`config.mk`:
```
export PLATFORM = sky130hd
export DESIGN_NAME = vram_access_ctrl
export DESIGN_NICKNAME = d
export VERILOG_FILES = /design/src/verilog/bubsys_video_pkg.sv /design/src/verilog/vram_access_ctrl.sv
export SDC_FILE = /design/constraint.sdc
export NUM_CORES = 1
export LEC_CHECK = 0
export ABC_AREA = 1
export BUFFER_PORTS_ARGS = -buffer_cell sky130_fd_sc_hd__buf_2
export CAP_MARGIN = 20
export CORE_MARGIN = 1
export CORE_UTILIZATION = 24
export CTS_CLUSTER_SIZE = 14
export DETAILED_ROUTE_END_ITERATION = 10
export GPL_TIMING_DRIVEN = 0
export HOLD_SLACK_MARGIN = 0.15
export PLACE_DENSITY = 0.84
export SLEW_MARGIN = 20
export SYNTH_ARGS = -nofsm -noshare
export SYNTH_HDL_FRONTEND = slang
export SYNTH_SLANG_ARGS = --single-unit
```
`constraint.sdc`:
```
create_clock -name i_EMU_MCLK -period 1.3 [get_ports i_EMU_MCLK]
set_input_delay 0.195 -clock i_EMU_MCLK [delete_from_list [all_inputs] [get_ports i_EMU_MCLK]]
set_output_delay 0.195 -clock i_EMU_MCLK [all_outputs]
set_load 0.01 [all_outputs]
```
`src/verilog/bubsys_video_pkg.sv`:
```
package bubsys_video_pkg;

    //////////////////////////////////////////////////
    // Raster geometry, in pixels and lines

    localparam int H_TOTAL     = 384;   // Pixels per line
    localparam int H_ACTIVE    = 256;   // Visible pixels
    localparam int V_TOTAL     = 264;   // Lines per frame
    localparam int V_ACTIVE    = 224;   // Visible lines

    localparam int HSYNC_START = 304;
    localparam int HSYNC_LEN   = 32;
    localparam int VSYNC_START = 240;
    localparam int VSYNC_LEN   = 8;

    // 2k words per bank
    localparam int VRAM_AW     = 11;

    //////////////////////////////////////////////////
    // Bundles

    // All active low, one MCLK wide
    typedef struct packed {
        logic cen9mp_n;
        logic cen9mn_n;
        logic cen6mp_n;                 // Pixel clock enable
        logic cen6mn_n;
    } cen_t;

    typedef struct packed {
        logic [8:0] hcount;
        logic [8:0] vcount;
    } pixel_pos_t;

    typedef struct packed {
        logic hblank_n;
        logic vblank_n;
        logic hsync_n;
        logic vsync_n;
    } video_timing_t;

    // 68000 side, level held by the CPU
    typedef struct packed {
        logic [14:0] addr;              // Word address
        logic [15:0] din;
        logic        rw;                // High for read
        logic        uds_n;
        logic        lds_n;
    } cpu_bus_t;

    // Bank 1 code word
    typedef struct packed {
        logic [3:0]  prio;              // Palette select
        logic        vflip;
        logic [10:0] code;
    } vram_word_t;

    // Bank 2 attribute byte
    typedef struct packed {
        logic       hflip;
        logic [6:0] colour;
    } vram_attr_t;

    typedef struct packed {
        logic [13:0] tile_addr;         // Code, then line in tile
        logic [3:0]  palette;
        logic [6:0]  colour;
        logic        hflip;
    } tile_fetch_t;

endpackage

```
`src/verilog/vram_access_ctrl.sv`:
```
module vram_access_ctrl
#(
    parameter int VRAM_AW = bubsys_video_pkg::VRAM_AW
)
(
    input  logic                            i_EMU_MCLK,
    input  logic                            i_rst,
    input  bubsys_video_pkg::cen_t          i_cen,
    input  bubsys_video_pkg::pixel_pos_t    i_pos,
    input  bubsys_video_pkg::cpu_bus_t      i_cpu,
    input  logic                            i_VCS1_n,       // Code bank select
    input  logic                            i_VCS2_n,       // Attribute bank select

    output logic [VRAM_AW-1:0]              o_addr,
    output logic [1:0]                      o_vram1_we,     // Upper, lower
    output logic                            o_vram2_we,
    output logic                            o_rdlatch_en,
    output logic                            o_tile_latch_en
);

    logic [2:0] phase;          // Pixel within the cell
    logic       cpu_slot;       // Phases 0,1,4,5
    logic       wr_slot;        // Phases 0,4
    logic       wr_strobe;
    logic [2:0] wr_req;         // {vram1 upper, vram1 lower, vram2}

    assign phase    = i_pos.hcount[2:0];
    assign cpu_slot = ~phase[1];
    assign wr_slot  = (phase[1:0] == 2'b00);

    // CPU address in its slots, otherwise the cell under the beam
    assign o_addr = cpu_slot ? i_cpu.addr[VRAM_AW-1:0]
                             : VRAM_AW'({i_pos.vcount[7:3], i_pos.hcount[8:3]});

    //////////////////////////////////////////////////
    // Write request, sampled mid-pixel on 6MN of the write slot

    always_ff @(posedge i_EMU_MCLK)
    begin
        if (i_rst)
        begin
            wr_req <= '0;
        end
        else if (!i_cen.cen6mn_n && wr_slot)
        begin
            wr_req[2] <= ~i_VCS1_n & ~i_cpu.rw & ~i_cpu.uds_n;
            wr_req[1] <= ~i_VCS1_n & ~i_cpu.rw & ~i_cpu.lds_n;
            wr_req[0] <= ~i_VCS2_n & ~i_cpu.rw & ~i_cpu.lds_n;     // Byte wide bank
        end
    end

    // RAM takes the write on the pixel edge closing phase 0/4
    assign wr_strobe  = ~i_cen.cen6mp_n & wr_slot;
    assign o_vram1_we = wr_req[2:1] & {2{wr_strobe}};
    assign o_vram2_we = wr_req[0] & wr_strobe;

    assign o_rdlatch_en    = ~i_cen.cen6mp_n & (phase[1:0] == 2'b01);  // End of phase 1/5
    assign o_tile_latch_en = (phase == 3'd3);      // Window only, edged by 6MP downstream

endmodule

```
==> summary.md <==
| Metric | Value |
|---|---|
| Mapped Cells | `70` |
| Commonest cells in the synthesized netlist | `nand2_1 (41), nor2_1 (8), inv_1 (6)` |
| Area growth syn-to-layout | `86.6%` |
| EDFF count, synth | `0` |
| Highest fanout seen on the critical path | `5` |
| Proportion of synthesized flip-flops having asynchronous set or reset | `0` |
| Share of Yosys cell area claimed by the top area cell type | `0.459` |
| Outcome | `completed` |
| Nets in the synthesized netlist | `130` |
| Hold Path Stages | `4` |
| Total congestion overflow | `0` |
| Area of the mapped netlist | `335 µm²` |
| Antenna violations before repair | `0` |
| Path class of the lowest-slack min-delay path | `in -> reg` |
| Vias in the first global route | `446` |
| Setup repair after global routing missed its margin | `no` |
| Total negative slack for setup checks | `0 ns` |
| Number of max-capacitance violations reported | `0` |
| Worst voltage drop across the vdd grid | `0.515 mV` |
| Inserted Diodes | `0` |
| Leak | `0.422 nW` |
| Number of distinct library cells after synthesis | `10` |
| Starting density of the core | `0.258` |
| Vias after detailed routing | `586` |
| Hold wc startpoint | `i_rst` |
| Number of top-level pins | `76` |
| Number of optimization iterations in the first detailed-route pass | `5` |
| Worst endpoint required time | `1.11 ns` |
| Max Buffers Root-to-Sink | `2` |
| Clock skew | `0 ns` |
| Endpoint type of the worst setup path | `output pin` |
| Final standard cell count with taps included and fillers excluded | `138` |
| Number of buffers inserted by port buffering | `49` |
| Placed instance count | `134` |
| Clock transition at the registers of the reported paths | `0.04 ns` |
| Clk_lat worst skew | `0.23 ns` |
| TritonCTS Sinks | `3` |
| Total of endpoints with negative setup slack in the final report | `0` |
| Maximum clock frequency | `894 MHz` |
| Number of register bits inferred by synthesis | `3` |
| Warning count from the yosys run | `0` |
| Destination of the worst hold path | `wr_req[0]` |
| Global-route wire length before repair | `1.58 mm` |
| Worst Tran Pin Value | `0.185 ns` |
| Setup fix buffers added after clock tree synthesis | `0` |
| Tot GR Track Use | `0.150` |
| Number of violations reported at the end of detailed-routing iteration 0 | `7` |
| Count of antenna-violating nets left after detailed routing | `0` |
| Post-route cell area | `626 µm²` |
| Via count normalized by instance count | `4.25` |
| Register with the most flip-flops | `wr_req` |
| Most used flip-flop cell after synthesis | `dfxtp_1` |
| Final hold slack | `0.233 ns` |
| Data arrival, critical path | `0.92 ns` |
| Count of hold-fix buffers inserted at cts | `0` |
| Fin. Hold Viols | `0` |
| Cell count of the worst reg-to-reg path | `4` |
| Die outline width | `39.4 µm` |
| Top-count cell post-synth | `nand2_1` |
| H-tree Lvls | `1` |
| CTS tree | `yes` |
| Final Max Slew Viols | `0` |
| Largest net degree at the start of global routing | `11` |
| Detailed placement HPWL | `891 µm` |
| Power density cells | `673 mW/mm²` |
| Number of instances resized during post-cts repair | `0` |
| Endpoint of the worst register-to-register path | `wr_req[1]` |
| Number of core rows | `13` |
| Total cell area at the placement stage | `599 µm²` |
| Final core utilization | `0.481` |
| Worst max-slew margin expressed relative to the limit | `0.876` |
| Number of flip-flops under the largest register name | `3` |
| Final critical delay including setup and external delays | `1.12 ns` |
| DRC violations left | `0` |
| Worst reg2reg setup slack | `0.66 ns` |
| Critical Path Start Type | `input pin` |
| Post-synthesis average cell area | `4.79 µm²` |
| Standard cell core area | `0.00130 mm²` |
| Clock buffers created by TritonCTS | `3` |
| Height of the chip | `39.4 µm` |
| Sequential cell area fraction in the yosys report | `0.179` |
| Average wire per standard cell | `7.75 µm` |
| Type of the setup path with the least slack | `in -> out` |
| Detailed Route WL | `1.07 mm` |
| Number of nets in the layout | `184` |
| Layout cell share with drive strength beyond 1 | `0.480` |
| R2R Path Start | `wr_req[1]` |
| Root Buffer Master | `clkbuf_4` |
| Dominant cell type by area after synthesis | `nand2_1` |
| Final worst-path cycle share | `0.860` |
| Area of the die | `0.00155 mm²` |
| Registers with the most flip-flops | `wr_req x3` |
| Top cells by area in the synthesized netlist | `nand2_1 (46%), dfxtp_1 (18%), nor2_1 (9.0%), inv_1 (6.7%), nor3_1 (6.0%)` |
| Global placement routability congestion | `0.648` |
==> metrics by stage <==
stage               power, mW  worst slack [ns]
finish                  0.421             0.181
global route            0.463             0.133
CTS                     0.431             0.169
detailed placement      0.262             0.172
global placement        0.258             0.196
floorplan               0.176             0.399
==> layer usage <==
layer  wire length, µm  track usage
met5                 0            0
met4                 0       0.0517
met3                85       0.0341
met2               571        0.317
met1               412        0.131
==> cell families after synthesis <==
family	Yosys count	share of synthesized area
buf+inv	9	0.108
flops	3	0.179
simple gates	58	0.713
==> power by group <==
group	internal [mW]	switching (mW)	leakage [nW]
combinational	0.0793	0.0809	0.382
sequential	0.0972	0.00146	0.0245
clock	0.115	0.0470	0.0150
total	0.292	0.129	0.422
==> cell type report <==
type | count | area [µm²]
Fill cell | 146 | 676
Timing Repair Buffer | 49 | 245
Multi-Input combinational cell | 58 | 239
Sequential cell | 3 | 60.1
Clock buffer | 4 | 26.3
Inverter | 7 | 26.3
Tap cell | 15 | 18.8
Buffer | 2 | 10.0
==> how the worst max path moves through the flow <==
stage,from,to,slack (ns),cells past startpoint
2_1_floorplan,i_pos[9],o_vram1_we[0],0.40,4
3_3_place_gp,i_pos[10],o_vram2_we,0.20,6
3_5_place_dp,i_pos[10],o_vram1_we[0],0.17,6
4_1_cts,i_pos[10],o_vram1_we[0],0.17,6
5_1_grt,i_pos[9],o_vram2_we,0.13,6
6_report,i_pos[10],o_vram1_we[0],0.18,6
==> cells in the final DEF, fill, tap and decap left out <==
cell type,Yosys,routed
nand2_1,41,41
nor2_2,3,3
buf_2,2,51
dfxtp_1,3,3
clkbuf_1,0,1
clkbuf_4,0,3
nand3b_1,1,1
inv_2,1,1
inv_1,6,6
nor2_1,8,8
or2_4,1,1
nor3_1,4,4
==> worst max-delay path, stage by stage <==
cell and delay, ns:
buf_2 0.12, inv_2 0.08, nand2_1 0.06, or2_4 0.25, nor2_2 0.08, buf_2 0.13
(Power assumes the default switching activity.)
