### src/verilog/bubsys_video_pkg.sv
package bubsys_video_pkg;

    //////////////////////////////////////////////////
    // Raster geometry, in pixels and lines

    localparam int H_TOTAL     = 384;   // Pixels per line
    localparam int H_ACTIVE    = 256;   // Visible pixels
    localparam int V_TOTAL     = 264;   // Lines per frame
    localparam int V_ACTIVE    = 224;   // Visible lines

    localparam int HSYNC_START = 304;
    localparam int HSYNC_LEN   = 32;
    localparam int VSYNC_START = 240;
    localparam int VSYNC_LEN   = 8;

    // 2k words per bank
    localparam int VRAM_AW     = 11;

    //////////////////////////////////////////////////
    // Bundles

    // All active low, one MCLK wide
    typedef struct packed {
        logic cen9mp_n;
        logic cen9mn_n;
        logic cen6mp_n;                 // Pixel clock enable
        logic cen6mn_n;
    } cen_t;

    typedef struct packed {
        logic [8:0] hcount;
        logic [8:0] vcount;
    } pixel_pos_t;

    typedef struct packed {
        logic hblank_n;
        logic vblank_n;
        logic hsync_n;
        logic vsync_n;
    } video_timing_t;

    // 68000 side, level held by the CPU
    typedef struct packed {
        logic [14:0] addr;              // Word address
        logic [15:0] din;
        logic        rw;                // High for read
        logic        uds_n;
        logic        lds_n;
    } cpu_bus_t;

    // Bank 1 code word
    typedef struct packed {
        logic [3:0]  prio;              // Palette select
        logic        vflip;
        logic [10:0] code;
    } vram_word_t;

    // Bank 2 attribute byte
    typedef struct packed {
        logic       hflip;
        logic [6:0] colour;
    } vram_attr_t;

    typedef struct packed {
        logic [13:0] tile_addr;         // Code, then line in tile
        logic [3:0]  palette;
        logic [6:0]  colour;
        logic        hflip;
    } tile_fetch_t;

endpackage

### src/verilog/clock_enable_gen.sv
module clock_enable_gen
(
    input  logic                        i_EMU_MCLK,
    input  logic                        i_rst,
    input  logic                        i_EMU_CLK18MNCEN_n,     // One MCLK low per 18M tick

    output bubsys_video_pkg::cen_t      o_cen
);

    import bubsys_video_pkg::*;

    logic [2:0] step;           // 18M tick within one 6M period pair
    cen_t       pattern;        // Enable set shown on the next 18M tick

    // Mod-6 step counter, starts on the last step
    always_ff @(posedge i_EMU_MCLK)
    begin
        if (i_rst)
        begin
            step    <= 3'd5;
            pattern <= 4'b1111;                         // Nothing enabled
        end
        else if (!i_EMU_CLK18MNCEN_n)
        begin
            step <= (step == 3'd5) ? 3'd0 : step + 3'd1;
            case (step)
                3'd0:    pattern <= 4'b0110;            // 9MP + 6MN
                3'd1:    pattern <= 4'b1001;            // 9MN + 6MP
                3'd2:    pattern <= 4'b0111;            // 9MP
                3'd3:    pattern <= 4'b1010;            // 9MN + 6MN
                3'd4:    pattern <= 4'b0101;            // 9MP + 6MP
                3'd5:    pattern <= 4'b1011;            // 9MN
                default: pattern <= 4'b1111;
            endcase
        end
    end

    // Qualified by the 18M enable itself
    // so each enable is exactly one MCLK long
    assign o_cen = cen_t'(pattern | {4{i_EMU_CLK18MNCEN_n}});

endmodule

### config.mk
export PLATFORM = sky130hd
export DESIGN_NAME = clock_enable_gen
export DESIGN_NICKNAME = d
export VERILOG_FILES = /design/src/verilog/bubsys_video_pkg.sv /design/src/verilog/clock_enable_gen.sv
export SDC_FILE = /design/constraint.sdc
export NUM_CORES = 1
export LEC_CHECK = 0
export BUFFER_PORTS_ARGS = -buffer_cell sky130_fd_sc_hd__buf_2
export CELL_PAD_IN_SITES_DETAIL_PLACEMENT = 1
export CELL_PAD_IN_SITES_GLOBAL_PLACEMENT = 1
export CORE_AREA = 2 2 39 41
export CTS_CLUSTER_SIZE = 24
export DETAILED_ROUTE_END_ITERATION = 12
export DIE_AREA = 0 0 41 43
export PLACE_DENSITY = 0.58
export SYNTH_ARGS = -nofsm -noshare
export SYNTH_HDL_FRONTEND = slang
export SYNTH_SLANG_ARGS = --single-unit
export TNS_END_PERCENT = 50
### constraint.sdc
create_clock -name i_EMU_MCLK -period 2.9 [get_ports i_EMU_MCLK]
set_clock_uncertainty 0.15 [all_clocks]
set_input_delay 0.87 -clock i_EMU_MCLK [delete_from_list [all_inputs] [get_ports i_EMU_MCLK]]
set_output_delay 0.87 -clock i_EMU_MCLK [all_outputs]
set_load 0.01 [all_outputs]
==> flow_summary.ini, run 1 <==
[synthesis]
yosysWarnings = 0
postSynth.asyncResetShare = 0
synth_seq_area_share = 0.421
synth_seq_cells = 7
avgSynthCellArea_um2 = 9.24
synth_fp_nets = 39
synth_cell_type_count = 20
syn_area_um2 = 333
synthFlopType = dfxtp_1
syn_inst = 36
synth_edf_count = 0

[finish]
fillCellCount = 173
fin_util = 0.287
areaGrowthSynthToFinish_pct = 19.2
antenna-diode-count = 0
drive_gt1_frac = 0.372
multiInputGateArea_um2 = 180
regArea_um2 = 140
final_cell_count_no_fill = 59
layout.nets = 47

[status]
outcome = finished, final reports clean

[critical_path]
crit_arrival_ps = 1460
endpoint_kind = output pin
worst_path_most_repeated_cell = buf_2
worst_path_largest_cell_delay_ps = 300
cp_slowest_cell = or2_2
reg2reg_depth = 2
path_cells = buf_2 > or2_2 > buf_2
crit_type = in -> out
cp-start-kind = input port
cp_max_fo = 13
required_ps = 1880

[placement]
place_ws_ps = 410
place.gp.congestion = 0.698
portBuffers = 6
hpwl_um = 431
dpl.cell_count = 55

[clock_network]
clkLatencyLatePin_ps = 250
cts_hold_buf = 0
post-cts-setup-buffers = 0
root_buffer = clkbuf_4
clkSinkCount = 7
cts_max_path_buffers = 2
cts.clk_slew.worst_paths_ps = 50
cts_max_level = 1
post_cts_resized = 0
numCtsBuffers = 3
cts_tree = built

[hold_path]
hold_class = reg -> reg
holdPathStages = 2

[power]
peakVddDrop_mv = 0.218
powerDensity_nw_per_um2 = 564
leakage_uw = 0.000147

[routing]
first_iter_violations = 0
num_vias = 273
vias_per_cell = 4.63
wire_per_inst_um = 9.66
totalWireLength_um = 570
ant_nets = 0
drt_pass1_iterations = 1
drc = 0

[global_routing]
grt_pass1_wl_um = 945
grt_pass1_vias = 214
antenna_found_initial = 0
grt_max_degree = 14
grt_overflow = 0
grtUsageTotal = 0.0865

[die]
dieArea_um2 = 1760
fp.dieH_um = 43
die_w_um = 41
ioPinCount = 7
start_util = 0.241
fp-row-count = 14
core_um2 = 1380

[sta]
worst_pin_slew_ps = 260
max_freq_ghz = 0.403
hold_ws_ps = 342
slew_viol_final = 0
finalHoldViolations = 0
finalWorstSetupSlack_ps = 417
final-setup-viol-count = 0
slew_headroom = 0.826
finalCritPeriodShare = 0.856
post-route-min-period_ps = 2480
rsz0062_at_grt = false
setup_tns_ps = 0

[job]
max_cap_viol_count = 0
## metrics by stage
stage	cell area (um^2)	total power, uW
6_report	397	224
5_1_grt	397	238
4_1_cts	397	228
3_5_place_dp	370	136
3_3_place_gp	370	135
2_1_floorplan	333	130
## state kept, by name, indices dropped and copies added, names as in the netlist
signal and cells:
pattern 4, step 3
## layout make-up
| type | instances | area share |
|---|---|---|
| timing repair buffer | 6 | 0.0757 |
| multi-input combinational | 26 | 0.454 |
| clock buffer | 4 | 0.0662 |
| tap | 16 | 0.0505 |
| sequential | 7 | 0.353 |
## cell usage in the layout (no fill, tap or decap)
cell      n
xnor2_1   1
nor2_1    2
clkbuf_4  3
a211oi_1  1
nor3_1    2
a21o_2    1
clkbuf_1  1
nor3b_2   1
a211o_1   1
or2_2     4
nand2b_2  1
nand2b_1  1
nor3b_1   2
mux2i_1   1
nor2b_1   2
dfxtp_1   7
a21oi_1   3
o21bai_1  2
xor2_1    1
buf_2     6
## final timing paths
| check | from | end | slack (ps) |
|---|---|---|---|
| setup / recovery | i_EMU_CLK18MNCEN_n | o_cen[1] | 420 |
| hold / removal | pattern[2] | pattern[2] | 340 |
| setup reg to reg | step[0] | step[2] | 1770 |
| hold reg to reg | pattern[2] | pattern[2] | 340 |
## synth_stat cells (2+ instances only)
master,n,area share
dfxtp_1,7,0.42
o21bai_1,2,0.045
nor3b_1,2,0.045
nor3_1,2,0.030
nor2_1,2,0.023
nor2b_1,2,0.038
or2_2,4,0.075
a21oi_1,3,0.045
## cells by family after synthesis
group,after synthesis,synth area share
xor+xnor,2,0.0526
flops,7,0.421
simple gates,15,0.293
mux,1,0.0301
compound gates,8,0.165
buf+inv,3,0.0376
## metal layers
| metal | track usage | vias to the layer above | part of all wire |
|---|---|---|---|
| met5 | 0 | - | 0 |
| met2 | 0.103 | 7 | 0.45 |
| met4 | 0.0800 | 0 | 0.037 |
| met3 | 0.0628 | 2 | 0.075 |
| li1 | - | 138 | - |
| met1 | 0.0939 | 126 | 0.43 |
## worst max-delay path: cells and delay by family
kind,cells,cell delay (ps)
and+or+nand+nor,1,300
buffers and inverters,2,300
## power by group
group          leakage, uW  internal [uW]  switching [uW]
sequential       0.0000578            103            6.72
clock            0.0000150           52.6            37.5
combinational    0.0000742           13.1            11.1
total             0.000147            168            55.3
No activity file was read; power rests on OpenSTA's default activity.
==> inputs of run 2 (changes only) <==
--- a/config.mk
+++ b/config.mk
@@ -5,14 +5,14 @@
 export SDC_FILE = /design/constraint.sdc
 export NUM_CORES = 1
 export LEC_CHECK = 0
-export BUFFER_PORTS_ARGS = -buffer_cell sky130_fd_sc_hd__buf_2
 export CELL_PAD_IN_SITES_DETAIL_PLACEMENT = 1
 export CELL_PAD_IN_SITES_GLOBAL_PLACEMENT = 1
 export CORE_AREA = 2 2 39 41
 export CTS_CLUSTER_SIZE = 24
 export DETAILED_ROUTE_END_ITERATION = 12
 export DIE_AREA = 0 0 41 43
-export PLACE_DENSITY = 0.58
+export DONT_BUFFER_PORTS = 1
+export PLACE_DENSITY = 0.52
 export SYNTH_ARGS = -nofsm -noshare
 export SYNTH_HDL_FRONTEND = slang
 export SYNTH_SLANG_ARGS = --single-unit
==> flow_summary.ini, run 2 (synthesis gave the netlist of run 1 again) <==
[routing]
drc = 0
totalWireLength_um = 627
first_iter_violations = 0
drt_pass1_iterations = 1
num_vias = 245
wire_per_inst_um = 11.8
vias_per_cell = 4.62
ant_nets = 0

[finish]
largest_reg_flops = 4
final_common_cell = dfxtp_1
antenna-diode-count = 0
fin_area_um2 = 367
drive_gt1_frac = 0.270
final_cell_count_no_fill = 53
top_regs = pattern: 4 flops, step: 3 flops
regArea_um2 = 140
fin_util = 0.265
fillCellCount = 170
areaGrowthSynthToFinish_pct = 10.2
multiInputGateArea_um2 = 180
largest_register = pattern
final_cell_mix = 7 x dfxtp_1, 4 x or2_2, 3 x a21oi_1, 3 x clkbuf_4
layout.nets = 41

[clock_network]
post_cts_resized = 0
cts.clk_slew.worst_paths_ps = 50
clkLatencyLatePin_ps = 250
numCtsBuffers = 3
cts_tree = built
post-cts-setup-buffers = 0
cts_hold_buf = 0
cts_max_level = 1
clkSinkCount = 7
cts_max_path_buffers = 2
root_buffer = clkbuf_4

[global_routing]
grt_busiest_layer = met2
antenna_found_initial = 0
grt.met3_usage = 0.0838
grt_overflow = 0
grt_pass1_vias = 259
grtUsageTotal = 0.103
grt_pass1_wl_um = 1090
grt_max_degree = 14
grt_util_met2 = 0.147
grtUsageMet1 = 0.0874

[job]
max_cap_viol_count = 0

[critical_path]
cp_max_fo = 13
required_ps = 1880
crit_arrival_ps = 1180
endpoint_kind = output pin
crit_end = o_cen[1]
worstReg2RegStart = step[0]
reg2reg_depth = 2
reg2reg_to = step[2]
crit_type = in -> out
worst_path_largest_cell_delay_ps = 310
cpLargestDelayFamily = simple AND/OR/NAND/NOR gates
crit_start = i_EMU_CLK18MNCEN_n
cp-start-kind = input port
cp_num_buf_inv = 0
path_cells = or2_2
cp_slowest_cell = or2_2
rrSetupSlack_ps = 1770
cp.depth = 1

[sta]
finalCritPeriodShare = 0.759
finalHoldViolations = 0
max_freq_ghz = 0.454
slew_headroom = 0.824
rsz0062_at_grt = false
post-route-min-period_ps = 2200
worst_pin_slew_ps = 263
final-setup-viol-count = 0
setup_tns_ps = 0
slew_viol_final = 0

[placement]
place.gp.congestion = 0.612
portBuffers = 0
dpl.cell_count = 49
dpl_cell_area_um2 = 340
hpwl_um = 471

[die]
core_um2 = 1380
die_w_um = 41
start_util = 0.241
fp-row-count = 14
dieArea_um2 = 1760
fp.dieH_um = 43
ioPinCount = 7

[power]
peakVddDrop_mv = 0.237
leakage_uw = 0.000129
powerDensity_nw_per_um2 = 595

[status]
outcome = finished, final reports clean

[hold_path]
hold_class = reg -> reg
## run 2: layout make-up
class | instances | share of cell area
multi-input combinational | 26 | 0.491
sequential | 7 | 0.382
clock buffer | 4 | 0.0717
tap | 16 | 0.0546
## run 2: worst min path at each step
stage               start    endpoint  slack [ps]  cells after the start
3_3_place_gp   pattern[3]  pattern[3]         320                      2
3_5_place_dp   pattern[2]  pattern[2]         330                      2
2_1_floorplan  pattern[2]  pattern[2]         310                      2
6_report       pattern[2]  pattern[2]         340                      2
5_1_grt        pattern[1]  pattern[1]         390                      2
4_1_cts        pattern[2]  pattern[2]         350                      2
## run 2: worst reg2reg max path, stage by stage (launching register included)
cell	delay (ps)
dfxtp_1	420
nand2b_2	140
a211o_1	310
## run 2: where the power goes
part | total [uW] | switching, uW | leakage [uW] | internal [uW]
logic | 18.7 | 7.61 | 0.0000565 | 11.1
clock network | 90.0 | 37.4 | 0.0000150 | 52.6
registers | 109 | 6.83 | 0.0000578 | 103
total | 218 | 51.9 | 0.000129 | 166
## run 2: per-stage QoR
step | worst slack (ps) | hold slack (ps) | power [uW]
final | 698 | 341 | 218
after global routing | 688 | 390 | 235
after CTS | 696 | 347 | 226
after detailed placement | 696 | 333 | 131
after global placement | 695 | 319 | 129
after floorplan | 539 | 311 | 130
## run 2: routing by layer
layer / wire (um) / share of wire / vias to the layer above
li1: - / - / 123
met5: 0 / 0 / -
met2: 322 / 0.51 / 7
met1: 249 / 0.40 / 113
met3: 46 / 0.073 / 2
met4: 8 / 0.013 / 0
