`src/verilog/bubsys_video_pkg.sv`:
```
package bubsys_video_pkg;

    //////////////////////////////////////////////////
    // Raster geometry, in pixels and lines

    localparam int H_TOTAL     = 384;   // Pixels per line
    localparam int H_ACTIVE    = 256;   // Visible pixels
    localparam int V_TOTAL     = 264;   // Lines per frame
    localparam int V_ACTIVE    = 224;   // Visible lines

    localparam int HSYNC_START = 304;
    localparam int HSYNC_LEN   = 32;
    localparam int VSYNC_START = 240;
    localparam int VSYNC_LEN   = 8;

    // 2k words per bank
    localparam int VRAM_AW     = 11;

    //////////////////////////////////////////////////
    // Bundles

    // All active low, one MCLK wide
    typedef struct packed {
        logic cen9mp_n;
        logic cen9mn_n;
        logic cen6mp_n;                 // Pixel clock enable
        logic cen6mn_n;
    } cen_t;

    typedef struct packed {
        logic [8:0] hcount;
        logic [8:0] vcount;
    } pixel_pos_t;

    typedef struct packed {
        logic hblank_n;
        logic vblank_n;
        logic hsync_n;
        logic vsync_n;
    } video_timing_t;

    // 68000 side, level held by the CPU
    typedef struct packed {
        logic [14:0] addr;              // Word address
        logic [15:0] din;
        logic        rw;                // High for read
        logic        uds_n;
        logic        lds_n;
    } cpu_bus_t;

    // Bank 1 code word
    typedef struct packed {
        logic [3:0]  prio;              // Palette select
        logic        vflip;
        logic [10:0] code;
    } vram_word_t;

    // Bank 2 attribute byte
    typedef struct packed {
        logic       hflip;
        logic [6:0] colour;
    } vram_attr_t;

    typedef struct packed {
        logic [13:0] tile_addr;         // Code, then line in tile
        logic [3:0]  palette;
        logic [6:0]  colour;
        logic        hflip;
    } tile_fetch_t;

endpackage

```
`src/verilog/video_counter.sv`:
```
module video_counter
#(
    parameter int H_TOTAL     = bubsys_video_pkg::H_TOTAL,
    parameter int H_ACTIVE    = bubsys_video_pkg::H_ACTIVE,
    parameter int V_TOTAL     = bubsys_video_pkg::V_TOTAL,
    parameter int V_ACTIVE    = bubsys_video_pkg::V_ACTIVE,
    parameter int HSYNC_START = bubsys_video_pkg::HSYNC_START,
    parameter int HSYNC_LEN   = bubsys_video_pkg::HSYNC_LEN,
    parameter int VSYNC_START = bubsys_video_pkg::VSYNC_START,
    parameter int VSYNC_LEN   = bubsys_video_pkg::VSYNC_LEN
)
(
    input  logic                                i_EMU_MCLK,
    input  logic                                i_rst,
    input  bubsys_video_pkg::cen_t              i_cen,

    output bubsys_video_pkg::pixel_pos_t        o_pos,
    output bubsys_video_pkg::video_timing_t     o_timing,
    output logic                                o_csync_n
);

    import bubsys_video_pkg::*;

    pixel_pos_t pos_next;       // Position after this pixel
    logic       hsync_win;
    logic       vsync_win;

    // Counter wrap
    always_comb
    begin
        pos_next = o_pos;
        if (o_pos.hcount == 9'(H_TOTAL - 1))
        begin
            pos_next.hcount = '0;
            if (o_pos.vcount == 9'(V_TOTAL - 1))
            begin
                pos_next.vcount = '0;                   // New frame
            end
            else
            begin
                pos_next.vcount = o_pos.vcount + 9'd1;
            end
        end
        else
        begin
            pos_next.hcount = o_pos.hcount + 9'd1;
        end
    end

    // Sync windows on the next position, so flags line up with the counters
    assign hsync_win = (pos_next.hcount >= 9'(HSYNC_START)) &&
                       (pos_next.hcount <  9'(HSYNC_START + HSYNC_LEN));
    assign vsync_win = (pos_next.vcount >= 9'(VSYNC_START)) &&
                       (pos_next.vcount <  9'(VSYNC_START + VSYNC_LEN));

    //////////////////////////////////////////////////
    // Counters and registered blank/sync, one step per pixel

    always_ff @(posedge i_EMU_MCLK)
    begin
        if (i_rst)
        begin
            o_pos    <= '0;
            o_timing <= 4'b1111;                        // Line 0 pixel 0 is visible
        end
        else if (!i_cen.cen6mp_n)
        begin
            o_pos             <= pos_next;
            o_timing.hblank_n <= pos_next.hcount < 9'(H_ACTIVE);
            o_timing.vblank_n <= pos_next.vcount < 9'(V_ACTIVE);
            o_timing.hsync_n  <= ~hsync_win;
            o_timing.vsync_n  <= ~vsync_win;
        end
    end

    // Composite sync, low on either
    assign o_csync_n = o_timing.hsync_n & o_timing.vsync_n;

endmodule

```
`config.mk`:
```
export PLATFORM = sky130hd
export DESIGN_NAME = video_counter
export DESIGN_NICKNAME = d
export VERILOG_FILES = /design/src/verilog/bubsys_video_pkg.sv /design/src/verilog/video_counter.sv
export SDC_FILE = /design/constraint.sdc
export NUM_CORES = 1
export LEC_CHECK = 0
export ABC_AREA = 1
export BUFFER_PORTS_ARGS = -buffer_cell sky130_fd_sc_hd__buf_2
export CORE_ASPECT_RATIO = 1.75
export CORE_UTILIZATION = 35
export CTS_CLUSTER_DIAMETER = 80
export DETAILED_ROUTE_END_ITERATION = 10
export SLEW_MARGIN = 20
export SYNTH_ARGS = -nofsm -noshare
export SYNTH_HDL_FRONTEND = slang
export SYNTH_SLANG_ARGS = --single-unit
export TNS_END_PERCENT = 5
```
`constraint.sdc`:
```
create_clock -name i_EMU_MCLK -period 2.3 [get_ports i_EMU_MCLK]
set_clock_uncertainty 0.1 [all_clocks]
set_input_delay 0.46 -clock i_EMU_MCLK [delete_from_list [all_inputs] [get_ports i_EMU_MCLK]]
set_output_delay 0.46 -clock i_EMU_MCLK [all_outputs]
set_load 0.1 [all_outputs]
```
==> reports/results.ini, run 1 <==
[synthesis]
ys_seq_elements=22
synth-xor-area-share=0.0191
synthSimpleGateAreaFrac=0.359
synth_flop_cell=dfxtp_1
synth_cell_types=27
yosysMostFrequentCell=nand2_1
synth_top_area_frac=0.320
syn_inst=214
syn_area_mm2=0.00138
yosys-top-cells-area=dfxtp_1 32%, nand2_1 14%, a21oi_1 7.6%, inv_1 7.6%, o21ai_0 5.8%
synth_fa_ha_area_frac=0.0273
syn_avg_cell_area_um2=6.43
synthesis.nets=223
synth_mux_area_frac=0
synth_top_family_by_area=simple AND/OR/NAND/NOR gates
synth_warnings=0
yosysSeqAreaShare=0.320
yosysTopAreaCell=dfxtp_1
synthArstFlopShare=0
synth_compound_area_frac=0.167
synth_top_cells_by_count=53 x nand2_1, 28 x inv_1, 22 x dfxtp_1
synth_edf_count=0

[place]
dp_hpwl_um=2480
place_congestion=0.853
dpl_cell_area_mm2=0.00154
dp_slack_ns=0.362
io_buffers=25

[clock_network]
htree_levels=1
clk_pin_slew_ns=0.08
cts-root-buf=clkbuf_8
post_cts_resized=0
cts_hold_buf=0
post_cts_buffers=0
cts_buffer_depth=2
clock_latency_ns=0.26
numCtsBuffers=3
cts_sinks=22
cts_tree=yes

[timing]
drv_slew=0
whs_ns=0.377
tightest_slew_ns=0.580
fin_tns_setup_ns=0
maxSlewHeadroom=0.613
hold_viol=0
rsz0062_at_grt=false
layout_setup_ws_ns=0.363
setup-violations-final=0
max_freq_ghz=0.516
period_minus_slack_ns=1.94
fin_crit_sh=0.842

[critical_path]
cp-start-kind=flip-flop
reg2reg_to=o_timing[0]
r2r_cells=11
end_kind=flip-flop
timing.rr.start=o_pos[9]
critical_path_arrival_ns=2.00
r2r_slack_ns=0.36
path_class=flip-flop to flip-flop
worstPathRequired_ns=2.36
path_max_fanout=10

[floorplanning]
initial_core_util=0.372
ios=29
core_mm2=0.00370
row_count=29
die_y_um=85.0
die_w_um=49.4
die_area_mm2=0.00420

[worst_hold_path]
whs_endpoint=o_timing[3]
holdPathStages=2
min_from=o_timing[3]
min_path_type=flip-flop to flip-flop

[final_layout]
final_cell_area_mm2=0.00159
fin_util=0.428
num_antenna_cells=0
nFillCells=445
drive_gt1_frac=0.207
area_growth_pct=15.2
nets=248

[detailed_routing]
wl_um=3300
wl_per_cell_um=11.7
num_vias=1364
dr.pass1.iters=4
antenna_left=0
drt-initial-drc-count=17
drc_errors=0
vias_per_cell=4.82

[flow_run]
max-cap-violations=0

[grt]
grt_usage=0.168
grt_max_degree=23
grt_pass1_wl_um=5400
antenna_found_initial=0
grt_overflow=0
grt_pass1_vias=1237

[power_and_ir_drop]
p_leak_uw=0.000756
cellPowerDensity_mw_per_mm2=615
ir_drop_v=0.000283

[status]
status=finished clean

## layout by cell type (no fill, tap or decap), types with 2 or more instances in the layout
| cell | Yosys | layout |
|---|---|---|
| nand4_1 | 4 | 4 |
| buf_4 | 0 | 2 |
| nor3_1 | 3 | 3 |
| dfxtp_2 | 0 | 4 |
| nand2_1 | 53 | 53 |
| buf_2 | 1 | 25 |
| nand2_2 | 2 | 2 |
| o21ai_1 | 4 | 4 |
| inv_2 | 2 | 2 |
| clkbuf_8 | 0 | 3 |
| nand3_2 | 4 | 4 |
| ha_1 | 3 | 3 |
| nor2_1 | 19 | 19 |
| xor2_1 | 3 | 3 |
| nor2_2 | 3 | 3 |
| a21oi_1 | 21 | 21 |
| dfxtp_1 | 22 | 18 |
| o21ai_0 | 16 | 16 |
| inv_1 | 28 | 28 |
| nand3_1 | 13 | 13 |
## through the flow
step,total power (µW),instances
after global routing,1030,283
after global placement,744,280
final,975,283
after floorplan,698,214
after detailed placement,746,280
after CTS,988,283
## area by class of cell
type	count	area [µm²]	share of cell area
tap	46	57.6	0.0363
inverter	30	113	0.0710
multi-input combinational	155	788	0.497
sequential	22	445	0.281
timing repair buffer	27	140	0.0884
clock buffer	3	41.3	0.0260
## worst max-delay path by stage
stage,start,slack (ns),endpoint,cells after the start
3_3_place_gp,o_pos[9],0.36,o_timing[0],11
6_report,o_pos[9],0.36,o_timing[0],11
4_1_cts,o_pos[9],0.35,o_timing[0],11
2_1_floorplan,o_pos[12],0.05,o_timing[0],10
5_1_grt,o_pos[9],0.14,o_timing[0],11
3_5_place_dp,o_pos[9],0.36,o_timing[0],11
## registers in the layout, indices dropped and copies added (netlist names)
name / cells
o_pos: 18
o_timing: 4
## metal layers
layer	track usage	vias up	wire [µm]	part of all wire
li1	-	735	-	-
met1	0.178	610	1370	0.41
met2	0.316	14	1810	0.55
met3	0.0179	5	57	0.017
met4	0.0857	0	68	0.021
met5	0	-	0	0
## worst max-delay path, cell delays in order (launching register included)
cell and delay [ns]:
dfxtp_2 0.38, ha_1 0.22, nand3_2 0.14, inv_2 0.11, nand3_2 0.23, buf_4 0.24
nor3_2 0.09, nor2_1 0.06, nor2_1 0.09, nand2_1 0.06, nand2_1 0.05, nand2_1 0.05
## power by group
group	internal (µW)	total (µW)	switching (µW)
clock	117	240	123
combinational	50.3	299	249
sequential	405	435	30.2
total	572	975	402
## kinds of logic after synthesis
group | Yosys count
buffers and inverters | 37
adder cells (fa/ha/maj) | 3
AND/OR/NAND/NOR | 105
XOR/XNOR | 3
flip-flops | 22
AO/OA/AOI/OAI | 44
(Power assumes the default switching activity.)
==> run 2: changes to the inputs <==
- clock period: 2.3 -> 1.88 ns (I/O delays scaled with it)
==> run 2 against run 1 <==
  * Clock power is 25% higher
  * Non-clock buffer count increased by 4
  * Highest routed layer unchanged
  * Cell area is 5.8% higher
  * Combinational power grew 26%
  * Clock-buffer cell count is the same
  * Die area did not move
  * Wire length grew 2.3%
  * Setup slack worse by 0.18 ns
  * Flip-flop and latch count did not move
  * Cell count grew 1.4%
==> reports/results.ini, run 2 (synthesized netlist as in run 1, its figures left out) <==
[critical_path]
slowest_delay_ns=0.37
r2r_cells=12
crit_end=o_timing[0]
crit_buf_inv=2
critical_path_arrival_ns=1.76
path_cells=ha_4 -> nand3_4 -> inv_2 -> nand3_2 -> buf_4 -> nor2_1 -> nor2_2 -> nand2_1 -> nor2_2 -> nand2_1 -> nand2_1 -> nand2_1
critPathTopFamily=simple AND/OR/NAND/NOR gates
timing.rr.start=o_pos[10]
crit_top_cell=nand2_1
reg2reg_to=o_timing[0]
end_kind=flip-flop
r2r_slack_ns=0.18
critPathLaunch=o_pos[10]
path_max_fanout=5
worstPathRequired_ns=1.94
slowest_stage=dfxtp_4
path_class=flip-flop to flip-flop
cp-start-kind=flip-flop
cp.depth=12

[final_layout]
drive_gt1_frac=0.290
layout_common_cells=53 x nand2_1, 28 x inv_1, 25 x buf_2
stdcell_count=287
nFillCells=423
largestRegisters=o_pos x18, o_timing x4
nets=252
layout_commonest_cell=nand2_1
largest-register=o_pos
fin_util=0.453
regArea_um2=467
largest_reg_flops=18
num_antenna_cells=0
area_growth_pct=21.8
final_cell_area_mm2=0.00168
multiInputGateArea_um2=828

[power_and_ir_drop]
seqPwrFrac=0.442
ir_drop_v=0.000406
sw_frac_of_total=0.416
p_switching_uw=504
cellPowerDensity_mw_per_mm2=722
power_frac_comb=0.311
intPower_uw=706
power.share.clock=0.248
p_leak_uw=0.000775

[timing]
max_freq_ghz=0.588
maxSlewHeadroom=0.675
hold_viol=0
rsz0062_at_grt=false
fin_crit_sh=0.905
period_minus_slack_ns=1.70
setup-violations-final=0
drv_slew=0
tightest_slew_ns=0.490

[floorplanning]
die_w_um=49.4
row_count=29
initial_core_util=0.372
die_y_um=85.0
core_mm2=0.00370
ios=29
die_area_mm2=0.00420

[grt]
grt_pass1_wl_um=5790
antenna_found_initial=0
grt_max_degree=21
grt_overflow=0
grt_usage=0.178
grt_pass1_vias=1335

[detailed_routing]
wl_per_cell_um=11.8
num_vias=1396
dr.pass1.iters=4
drt-initial-drc-count=28
drc_errors=0
antenna_left=0
wl_um=3380
vias_per_cell=4.86

[clock_network]
cts_buffer_depth=2
cts_hold_buf=0
cts-root-buf=clkbuf_8
clk_pin_slew_ns=0.09
htree_levels=1
cts_tree=yes
cts_sinks=22
clock_latency_ns=0.26
numCtsBuffers=3

[place]
dpl_cell_area_mm2=0.00158
place_congestion=0.888
dp_hpwl_um=2550
io_buffers=25
dp_cells=283

[flow_run]
max-cap-violations=0

[worst_hold_path]
min_path_type=input port to flip-flop

[status]
status=finished clean

[run 2: cell count changes in the layout (fill, tap and decap cells not counted), sizes merged]
cell | before | now
buf | 27 | 31
[run 2: stage by stage]
stage          total power, µW  TNS (ns)  hold WS, ns  worst slack, ns
5_1_grt                   1270         0        0.331           0.0197
3_3_place_gp               917         0        0.357           0.0854
2_1_floorplan              857     -1.43        0.473           -0.266
3_5_place_dp               919         0        0.366           0.0823
4_1_cts                   1220         0        0.327           0.0589
6_report                  1210         0        0.324            0.179
[run 2: power by group through the flow]
stage | registers, µW | clock network (µW) | logic (µW)
finish | 535 | 300 | 376
CTS | 535 | 311 | 374
global placement | 546 | 0 | 372
floorplan | 744 | 0 | 113
detailed placement | 546 | 0 | 374
global route | 541 | 328 | 400
[run 2: area by class of cell]
type | count | share of cell area
sequential | 22 | 0.278
timing repair buffer | 31 | 0.101
tap | 46 | 0.0343
multi-input combinational | 155 | 0.494
clock buffer | 3 | 0.0246
inverter | 30 | 0.0672
[run 2: how the worst min path moves through the flow]
stage	to	from	slack [ns]	cells after the start
floorplan	o_timing[3]	i_cen[1]	0.47	2
detailed placement	o_timing[0]	o_timing[0]	0.37	2
finish	o_pos[4]	i_rst	0.32	2
global placement	o_timing[0]	o_timing[0]	0.36	2
CTS	o_pos[4]	i_rst	0.33	2
global route	o_pos[4]	i_rst	0.33	2
[run 2: worst register-to-register path, delay by kind of cell, from the launching register on]
kind	cells	cell delay (ns)
and+or+nand+nor	9	0.72
buffers and inverters	2	0.21
adders and majority gates	1	0.17
DFF	1	0.37
[run 2: routing by layer]
| metal | share of wire | track usage |
|---|---|---|
| met2 | 0.55 | 0.344 |
| met1 | 0.40 | 0.180 |
| met5 | 0 | 0 |
| met3 | 0.023 | 0.0233 |
| met4 | 0.020 | 0.0883 |
[run 2: what timing repair did]
item | CTS | global route
resized for setup | 0 | 12
endpoints found under the setup margin | 0 | 2
buffers inserted | 0 | 1
