<file path="config.mk">
export PLATFORM = sky130hd
export DESIGN_NAME = tile_fetch
export DESIGN_NICKNAME = d
export VERILOG_FILES = /design/src/verilog/bubsys_video_pkg.sv /design/src/verilog/tile_fetch.sv
export SDC_FILE = /design/constraint.sdc
export NUM_CORES = 1
export LEC_CHECK = 0
export ABC_AREA = 0
export BUFFER_PORTS_ARGS = -buffer_cell sky130_fd_sc_hd__buf_2
export CORE_ASPECT_RATIO = 0.7
export CORE_UTILIZATION = 40
export CTS_CLUSTER_SIZE = 10
export DETAILED_ROUTE_END_ITERATION = 7
export GPL_TIMING_DRIVEN = 0
export PLACE_DENSITY = 0.82
export SLEW_MARGIN = 40
export SYNTH_ARGS = -nofsm -noshare
export SYNTH_HDL_FRONTEND = slang
export SYNTH_SLANG_ARGS = --single-unit
export TNS_END_PERCENT = 20
</file>
<file path="constraint.sdc">
create_clock -name i_EMU_MCLK -period 1.6 [get_ports i_EMU_MCLK]
set_clock_uncertainty 0.05 [all_clocks]
set_input_delay 0.32 -clock i_EMU_MCLK [delete_from_list [all_inputs] [get_ports i_EMU_MCLK]]
set_output_delay 0.32 -clock i_EMU_MCLK [all_outputs]
set_load 0.05 [all_outputs]
</file>
<file path="src/verilog/bubsys_video_pkg.sv">
package bubsys_video_pkg;

    //////////////////////////////////////////////////
    // Raster geometry, in pixels and lines

    localparam int H_TOTAL     = 384;   // Pixels per line
    localparam int H_ACTIVE    = 256;   // Visible pixels
    localparam int V_TOTAL     = 264;   // Lines per frame
    localparam int V_ACTIVE    = 224;   // Visible lines

    localparam int HSYNC_START = 304;
    localparam int HSYNC_LEN   = 32;
    localparam int VSYNC_START = 240;
    localparam int VSYNC_LEN   = 8;

    // 2k words per bank
    localparam int VRAM_AW     = 11;

    //////////////////////////////////////////////////
    // Bundles

    // All active low, one MCLK wide
    typedef struct packed {
        logic cen9mp_n;
        logic cen9mn_n;
        logic cen6mp_n;                 // Pixel clock enable
        logic cen6mn_n;
    } cen_t;

    typedef struct packed {
        logic [8:0] hcount;
        logic [8:0] vcount;
    } pixel_pos_t;

    typedef struct packed {
        logic hblank_n;
        logic vblank_n;
        logic hsync_n;
        logic vsync_n;
    } video_timing_t;

    // 68000 side, level held by the CPU
    typedef struct packed {
        logic [14:0] addr;              // Word address
        logic [15:0] din;
        logic        rw;                // High for read
        logic        uds_n;
        logic        lds_n;
    } cpu_bus_t;

    // Bank 1 code word
    typedef struct packed {
        logic [3:0]  prio;              // Palette select
        logic        vflip;
        logic [10:0] code;
    } vram_word_t;

    // Bank 2 attribute byte
    typedef struct packed {
        logic       hflip;
        logic [6:0] colour;
    } vram_attr_t;

    typedef struct packed {
        logic [13:0] tile_addr;         // Code, then line in tile
        logic [3:0]  palette;
        logic [6:0]  colour;
        logic        hflip;
    } tile_fetch_t;

endpackage

</file>
<file path="src/verilog/tile_fetch.sv">
module tile_fetch
(
    input  logic                            i_EMU_MCLK,
    input  logic                            i_rst,
    input  bubsys_video_pkg::cen_t          i_cen,
    input  logic                            i_latch_en,     // Phase 3 window
    input  bubsys_video_pkg::pixel_pos_t    i_pos,
    input  bubsys_video_pkg::vram_word_t    i_word,
    input  bubsys_video_pkg::vram_attr_t    i_attr,

    output bubsys_video_pkg::tile_fetch_t   o_tile_fetch
);

    import bubsys_video_pkg::*;

    logic [2:0]  line;          // Row inside the 8x8 tile
    tile_fetch_t next_tile;

    // Vertical flip mirrors the row
    assign line = i_pos.vcount[2:0] ^ {3{i_word.vflip}};

    always_comb
    begin
        next_tile.tile_addr = {i_word.code, line};
        next_tile.palette   = i_word.prio;
        next_tile.colour    = i_attr.colour;
        next_tile.hflip     = i_attr.hflip;
    end

    //////////////////////////////////////////////////
    // One latch per cell, closing phase 3

    always_ff @(posedge i_EMU_MCLK)
    begin
        if (i_rst)
        begin
            o_tile_fetch <= '0;
        end
        else if (!i_cen.cen6mp_n && i_latch_en)
        begin
            o_tile_fetch <= next_tile;          // Held for the whole cell
        end
    end

endmodule

</file>
==> impl_metrics.csv, run 1 <==
group,metric,value,unit
logic_synthesis,yosys.area_share.simple,0.212,
global_route,grt_usage,0.184,
logic_synthesis,synth_compound_area_frac,0.148,
logic_synthesis,synthAdderAreaFrac,0,
min_path,min_path_type,"in -> reg",
setup_path,crit_fanout,2,
setup_path,r2r_cells,2,
sta,holdWs,0.179,ns
placed_design,routabilityCongestion,0.640,
placed_design,dp_cells,201,
global_route,grt_max_degree,15,
logic_synthesis,synth_seq_cells,26,
layout,antenna_cells,0,
cts,cts_tree,"yes",
global_route,grt-ovfl-total,0,
cts,htree_levels,1,
drt,post-route-drc-count,0,
setup_path,slowest_delay,0.36,ns
layout,design_area,1280,µm²
layout,largest_reg_flops,26,
logic_synthesis,avgSynthCellArea,8.13,µm²
floorplanning,fp.dieW,59.5,µm
logic_synthesis,synthCells,114,
floorplanning,num_rows,14,
setup_path,slowest_stage,"dfxtp_1",
power,ir_worst_vdd,0.527,mV
drt,via_per_inst,4.62,
sta,slew_headroom,0.718,
setup_path,critPathBufInv,1,
sta,drv_slew,0,
logic_synthesis,synth_xor_area_frac,0.0283,
setup_path,cp_top_family,"flip-flops",
logic_synthesis,yosysUniqueCellTypes,13,
cts,clock_sinks,26,
cts,cts_buffer_depth,2,
setup_path,path_cells,"buf_2",
sta,tightestPinTransition,0.423,ns
setup_path,arrival,0.94,ns
cts,numCtsBuffers,3,
placed_design,port_buffers,55,
setup_path,crit_path_end_kind,"output pin",
sta,rsz0062_at_grt,"false",
power,sequentialPowerShare,0.544,
layout,drive_gt1_frac,0.376,
placed_design,hpwl,1.68,mm
drt,ant_nets,0,
power,p_per_area,997,nW/µm²
sta,period_needed,1.31,ns
cts,cts_hold_buf,0,
cts,cts-resized-gates,0,
layout,final_cells,205,
run,maxCapViolations,0,
drt,first_pass_iters,6,
global_route,antenna_found_initial,0,
power,p_clk_frac,0.249,
layout,finish.utilization,0.589,
drt,drt_iter0_drc,29,
min_path,hold_depth,3,
sta,fin_ws,0.291,ns
floorplanning,die-area,2520,µm²
setup_path,start_kind,"register",
drt,drt_wl_total,2.10,mm
power,p_int,0.898,mW
logic_synthesis,synth_fp_nets,163,
floorplanning,die_h,42.3,µm
setup_path,cp_data_required_time,1.23,ns
logic_synthesis,synth_top_family_by_area,"simple AND/OR/NAND/NOR gates",
power,p_total,1.27,mW
power,combPwrFrac,0.207,
layout,regMostFlops,"o_tile_fetch",
placed_design,place_area,1240,µm²
drt,routedWlPerCell,10.2,µm
layout,syn2layout_area_growth,37.9,%
global_route,grt_pass1_wl,3.48,mm
logic_synthesis,yosys_warnings,0,
logic_synthesis,synth.area.mux_share,0,
global_route,grt_pass1_vias,879,
sta,fmax,0.764,GHz
power,p_leak,0.610,nW
floorplanning,io_pins,75,
layout,reg_top3,"o_tile_fetch: 26 flops",
logic_synthesis,netlist_area,927,µm²
power,netSwitchingPower,0.377,mW
drt,dr_total_vias,948,
sta,setup_violations,0,
power,switching_share,0.296,
floorplanning,start_util,0.427,
cts,clock_latency,0.31,ns
layout,nNetsFinal,223,
cts,cts.clk_slew.worst_paths,0.13,ns
placed_design,dp_slack,0.388,ns
sta,fin_tns_setup,0,ns
cts,post_cts_buffers,0,
logic_synthesis,seq_area_frac_synth,0.561,
setup_path,path_class,"reg -> out",
sta,fin_crit_sh,0.818,
setup_path,cp.depth,1,
cts,clockRootBuffer,"clkbuf_4",
floorplanning,fp.coreArea,2170,µm²
sta,hold_violations,0,
run_status,status,"finished clean",
## path summary, 6_finish.rpt
| path | from | endpoint | slack, ns |
|---|---|---|---|
| max | o_tile_fetch[8]$_SDFFE_PP0P_ | o_tile_fetch[8] | 0.29 |
| min | i_attr[3] | o_tile_fetch[4]$_SDFFE_PP0P_ | 0.18 |
| max reg2reg | o_tile_fetch[12]$_SDFFE_PP0P_ | o_tile_fetch[12]$_SDFFE_PP0P_ | 0.88 |
| min reg2reg | o_tile_fetch[17]$_SDFFE_PP0P_ | o_tile_fetch[17]$_SDFFE_PP0P_ | 0.41 |
## area by class of cell
class / instances / area, µm²
multi-input combinational: 80 / 360
timing repair buffer: 55 / 275
sequential: 26 / 520
fill: 226 / 893
clock buffer: 4 / 36.3
buffer: 8 / 46.3
tap: 32 / 40.0
## cells by family (layout without fill, tap and decap cells)
family | count (synthesis) | count (layout)
DFF | 26 | 26
and+or+nand+nor | 51 | 51
AOI/OAI and AO/OA | 26 | 26
buffers and inverters | 8 | 67
xor gates and xnor gates | 3 | 3
## power by group through the flow
stage / Combinational, mW / Sequential [mW] / Clock (mW)
2_1_floorplan: 0.0716 / 0.818 / 0
3_3_place_gp: 0.258 / 0.707 / 0
3_5_place_dp: 0.266 / 0.707 / 0
4_1_cts: 0.266 / 0.693 / 0.329
5_1_grt: 0.285 / 0.698 / 0.354
6_report: 0.264 / 0.693 / 0.317
## per-layer routing
layer / track usage / routed length (µm) / vias up
li1: - / - / 483
met4: 0.0558 / 19 / 0
met2: 0.337 / 1070 / 33
met5: 0 / 0 / -
met1: 0.198 / 872 / 430
met3: 0.0586 / 142 / 2
## cells in the final DEF, fill, tap and decap left out
cell type  instances
clkbuf_4           3
a21oi_1           23
buf_6              1
xnor2_1            3
a211oi_1           3
buf_4              1
nor2b_1            1
nand2b_1           1
clkbuf_2           1
buf_2             58
nor2_1             3
nand2_1           46
clkbuf_8           1
buf_1              2
dfxtp_1           26
## cells in the mapped netlist (all sizes together)
| cell type | number | area share |
|---|---|---|
| a211oi | 3 | 0.024 |
| a21oi | 23 | 0.12 |
| buf | 7 | 0.045 |
| clkbuf | 1 | 0.0054 |
| dfxtp | 26 | 0.56 |
| nand2 | 46 | 0.19 |
| nand2b | 1 | 0.0068 |
| nor2 | 3 | 0.012 |
| nor2b | 1 | 0.0068 |
| xnor2 | 3 | 0.028 |
Note: power is estimated with default switching activity, not from simulation.
==> run 2, diff against run 1 <==
- ABC_AREA: 0 -> 1
- CORE_UTILIZATION: 40 -> 35
- PLACE_DENSITY: 0.82 -> 0.73
- clock period: 1.6 -> 1.2 ns (I/O delays scaled with it)
==> impl_metrics.csv, run 2 <==
group,metric,value,unit
floorplanning,num_rows,16,
cts,clock_latency,0.27,ns
cts,cts_buffer_depth,2,
power,p_int,1.37,mW
global_route,grt-ovfl-total,0,
floorplanning,start_util,0.371,
sta,hold_violations,0,
drt,drt_wl_total,2.20,mm
logic_synthesis,synth_edf_count,0,
sta,period_needed,1.16,ns
global_route,antenna_found_initial,0,
setup_path,crit_path_end_kind,"output pin",
placed_design,dp_slack,0.0973,ns
cts,clockRootBuffer,"clkbuf_8",
floorplanning,fp.coreArea,2800,µm²
global_route,grt_max_degree,15,
setup_path,arrival,0.87,ns
setup_path,slowest_stage,"dfxtp_1",
logic_synthesis,synth_seq_cells,26,
layout,reg_top3,"o_tile_fetch: 26 flops",
setup_path,cp_data_required_time,0.91,ns
placed_design,routabilityCongestion,0.631,
cts,htree_levels,1,
logic_synthesis,yosysUniqueCellTypes,11,
logic_synthesis,synth.most_common_cell,"nor2_1",
power,switching_share,0.310,
setup_path,path_class,"reg -> out",
cts,cts-resized-gates,0,
cts,cts_tree,"yes",
logic_synthesis,synth_fp_nets,183,
logic_synthesis,yosys_warnings,0,
global_route,grt_pass1_vias,800,
global_route,grt_pass1_wl,3.35,mm
placed_design,port_buffers,56,
logic_synthesis,netlist_area,1040,µm²
logic_synthesis,seq_area_frac_synth,0.501,
logic_synthesis,synth_top_area_frac,0.501,
power,sequentialPowerShare,0.475,
sta,holdWs,0.158,ns
setup_path,path_cells,"buf_2",
logic_synthesis,synthCells,134,
drt,dr_total_vias,984,
logic_synthesis,synthTopCellsByCount,"nor2_1, dfxtp_1, o21bai_1",
logic_synthesis,yosys_most_used_dff,"dfxtp_1",
logic_synthesis,avgSynthCellArea,7.75,µm²
floorplanning,io_pins,75,
power,combPwrFrac,0.247,
setup_path,start_kind,"register",
floorplanning,die_h,47.6,µm
drt,drt_iter0_drc,35,
cts,cts.clk_slew.worst_paths,0.09,ns
cts,numCtsBuffers,3,
layout,regMostFlops,"o_tile_fetch",
drt,routedWlPerCell,9.55,µm
logic_synthesis,synth_top_cell_by_area,"dfxtp_1",
power,p_clk_frac,0.278,
setup_path,crit_fanout,2,
sta,fin_tns_setup,0,ns
drt,ant_nets,0,
floorplanning,fp.dieW,67.1,µm
placed_design,hpwl,1.61,mm
cts,cts_hold_buf,0,
layout,final_cells,230,
layout,antenna_cells,0,
power,ir_worst_vdd,0.752,mV
layout,largest_reg_flops,26,
setup_path,critPathBufInv,1,
global_route,grt_usage,0.144,
layout,syn2layout_area_growth,39.5,%
drt,via_per_inst,4.28,
power,p_leak,0.754,nW
drt,first_pass_iters,4,
cts,clock_sinks,26,
sta,fin_crit_sh,0.970,
sta,fmax,0.859,GHz
logic_synthesis,yosys-top-cells-area,"dfxtp_1, nor2_1, o21bai_1",
sta,fin_ws,0.0362,ns
sta,drv_slew,0,
power,netSwitchingPower,0.617,mW
power,p_per_area,1370,nW/µm²
layout,final_cell_mix,"nor2_1, buf_2, dfxtp_1",
cts,post_cts_buffers,0,
setup_path,cp_top_family,"flip-flops",
run,maxCapViolations,0,
layout,drive_gt1_frac,0.345,
logic_synthesis,ys_async_sr_fraction,0,
layout,final_common_cell,"nor2_1",
drt,post-route-drc-count,0,
setup_path,slowest_delay,0.34,ns
sta,rsz0062_at_grt,"false",
floorplanning,die-area,3190,µm²
min_path,min_path_type,"in -> reg",
sta,setup_violations,0,
sta,tightestPinTransition,0.371,ns
placed_design,dp_cells,226,
run_status,status,"finished clean",
layout,nNetsFinal,244,
sta,slew_headroom,0.753,
==> run 2: final timing paths <==
check / cells past startpoint / to / slack (ns) / start
setup / recovery: 1 / o_tile_fetch[18] / 0.04 / o_tile_fetch[18]$_SDFFE_PP0P_
setup reg to reg: 4 / o_tile_fetch[12]$_SDFFE_PP0P_ / 0.55 / o_tile_fetch[12]$_SDFFE_PP0P_
hold / removal: 3 / o_tile_fetch[24]$_SDFFE_PP0P_ / 0.16 / i_word[9]
hold reg to reg: 2 / o_tile_fetch[10]$_SDFFE_PP0P_ / 0.43 / o_tile_fetch[10]$_SDFFE_PP0P_
==> run 2: logic make-up after synthesis <==
kind of cell | count (synthesis) | synth area share
flops | 26 | 0.501
simple gates | 68 | 0.248
buf+inv | 17 | 0.0843
compound gates | 23 | 0.166
==> run 2: layer usage <==
| layer | vias to the layer above | part of all wire | global-route usage |
|---|---|---|---|
| li1 | 529 | - | - |
| met1 | 411 | 0.50 | 0.186 |
| met2 | 42 | 0.40 | 0.226 |
| met3 | 2 | 0.090 | 0.0643 |
| met4 | 0 | 0.0036 | 0.0255 |
| met5 | - | 0 | 0 |
==> run 2: cell type report <==
type / instances / area [µm²]
inverters: 10 / 37.5
well taps: 36 / 45.0
clock buffers: 4 / 55.1
multi-input cells: 91 / 430
repair buffers: 56 / 310
flip-flops and latches: 26 / 520
plain buffers: 7 / 50.0
fillers: 286 / 1350
==> run 2: stage by stage <==
stage                     power [mW]  utilization  area [µm²]
after floorplan                 1.31            -        1040
after global placement          1.44        0.487        1360
after CTS                       2.00        0.506        1420
after detailed placement        1.45        0.487        1360
final                           1.99        0.517        1450
after global routing            2.09        0.517        1450
==> run 2: power groups by stage <==
| stage | Combinational (mW) | Clock [mW] | Sequential (mW) |
|---|---|---|---|
| final | 0.492 | 0.553 | 0.946 |
| after global routing | 0.536 | 0.601 | 0.955 |
| after CTS | 0.482 | 0.570 | 0.946 |
| after detailed placement | 0.481 | 0 | 0.965 |
| after global placement | 0.478 | 0 | 0.964 |
| after floorplan | 0.145 | 0 | 1.17 |
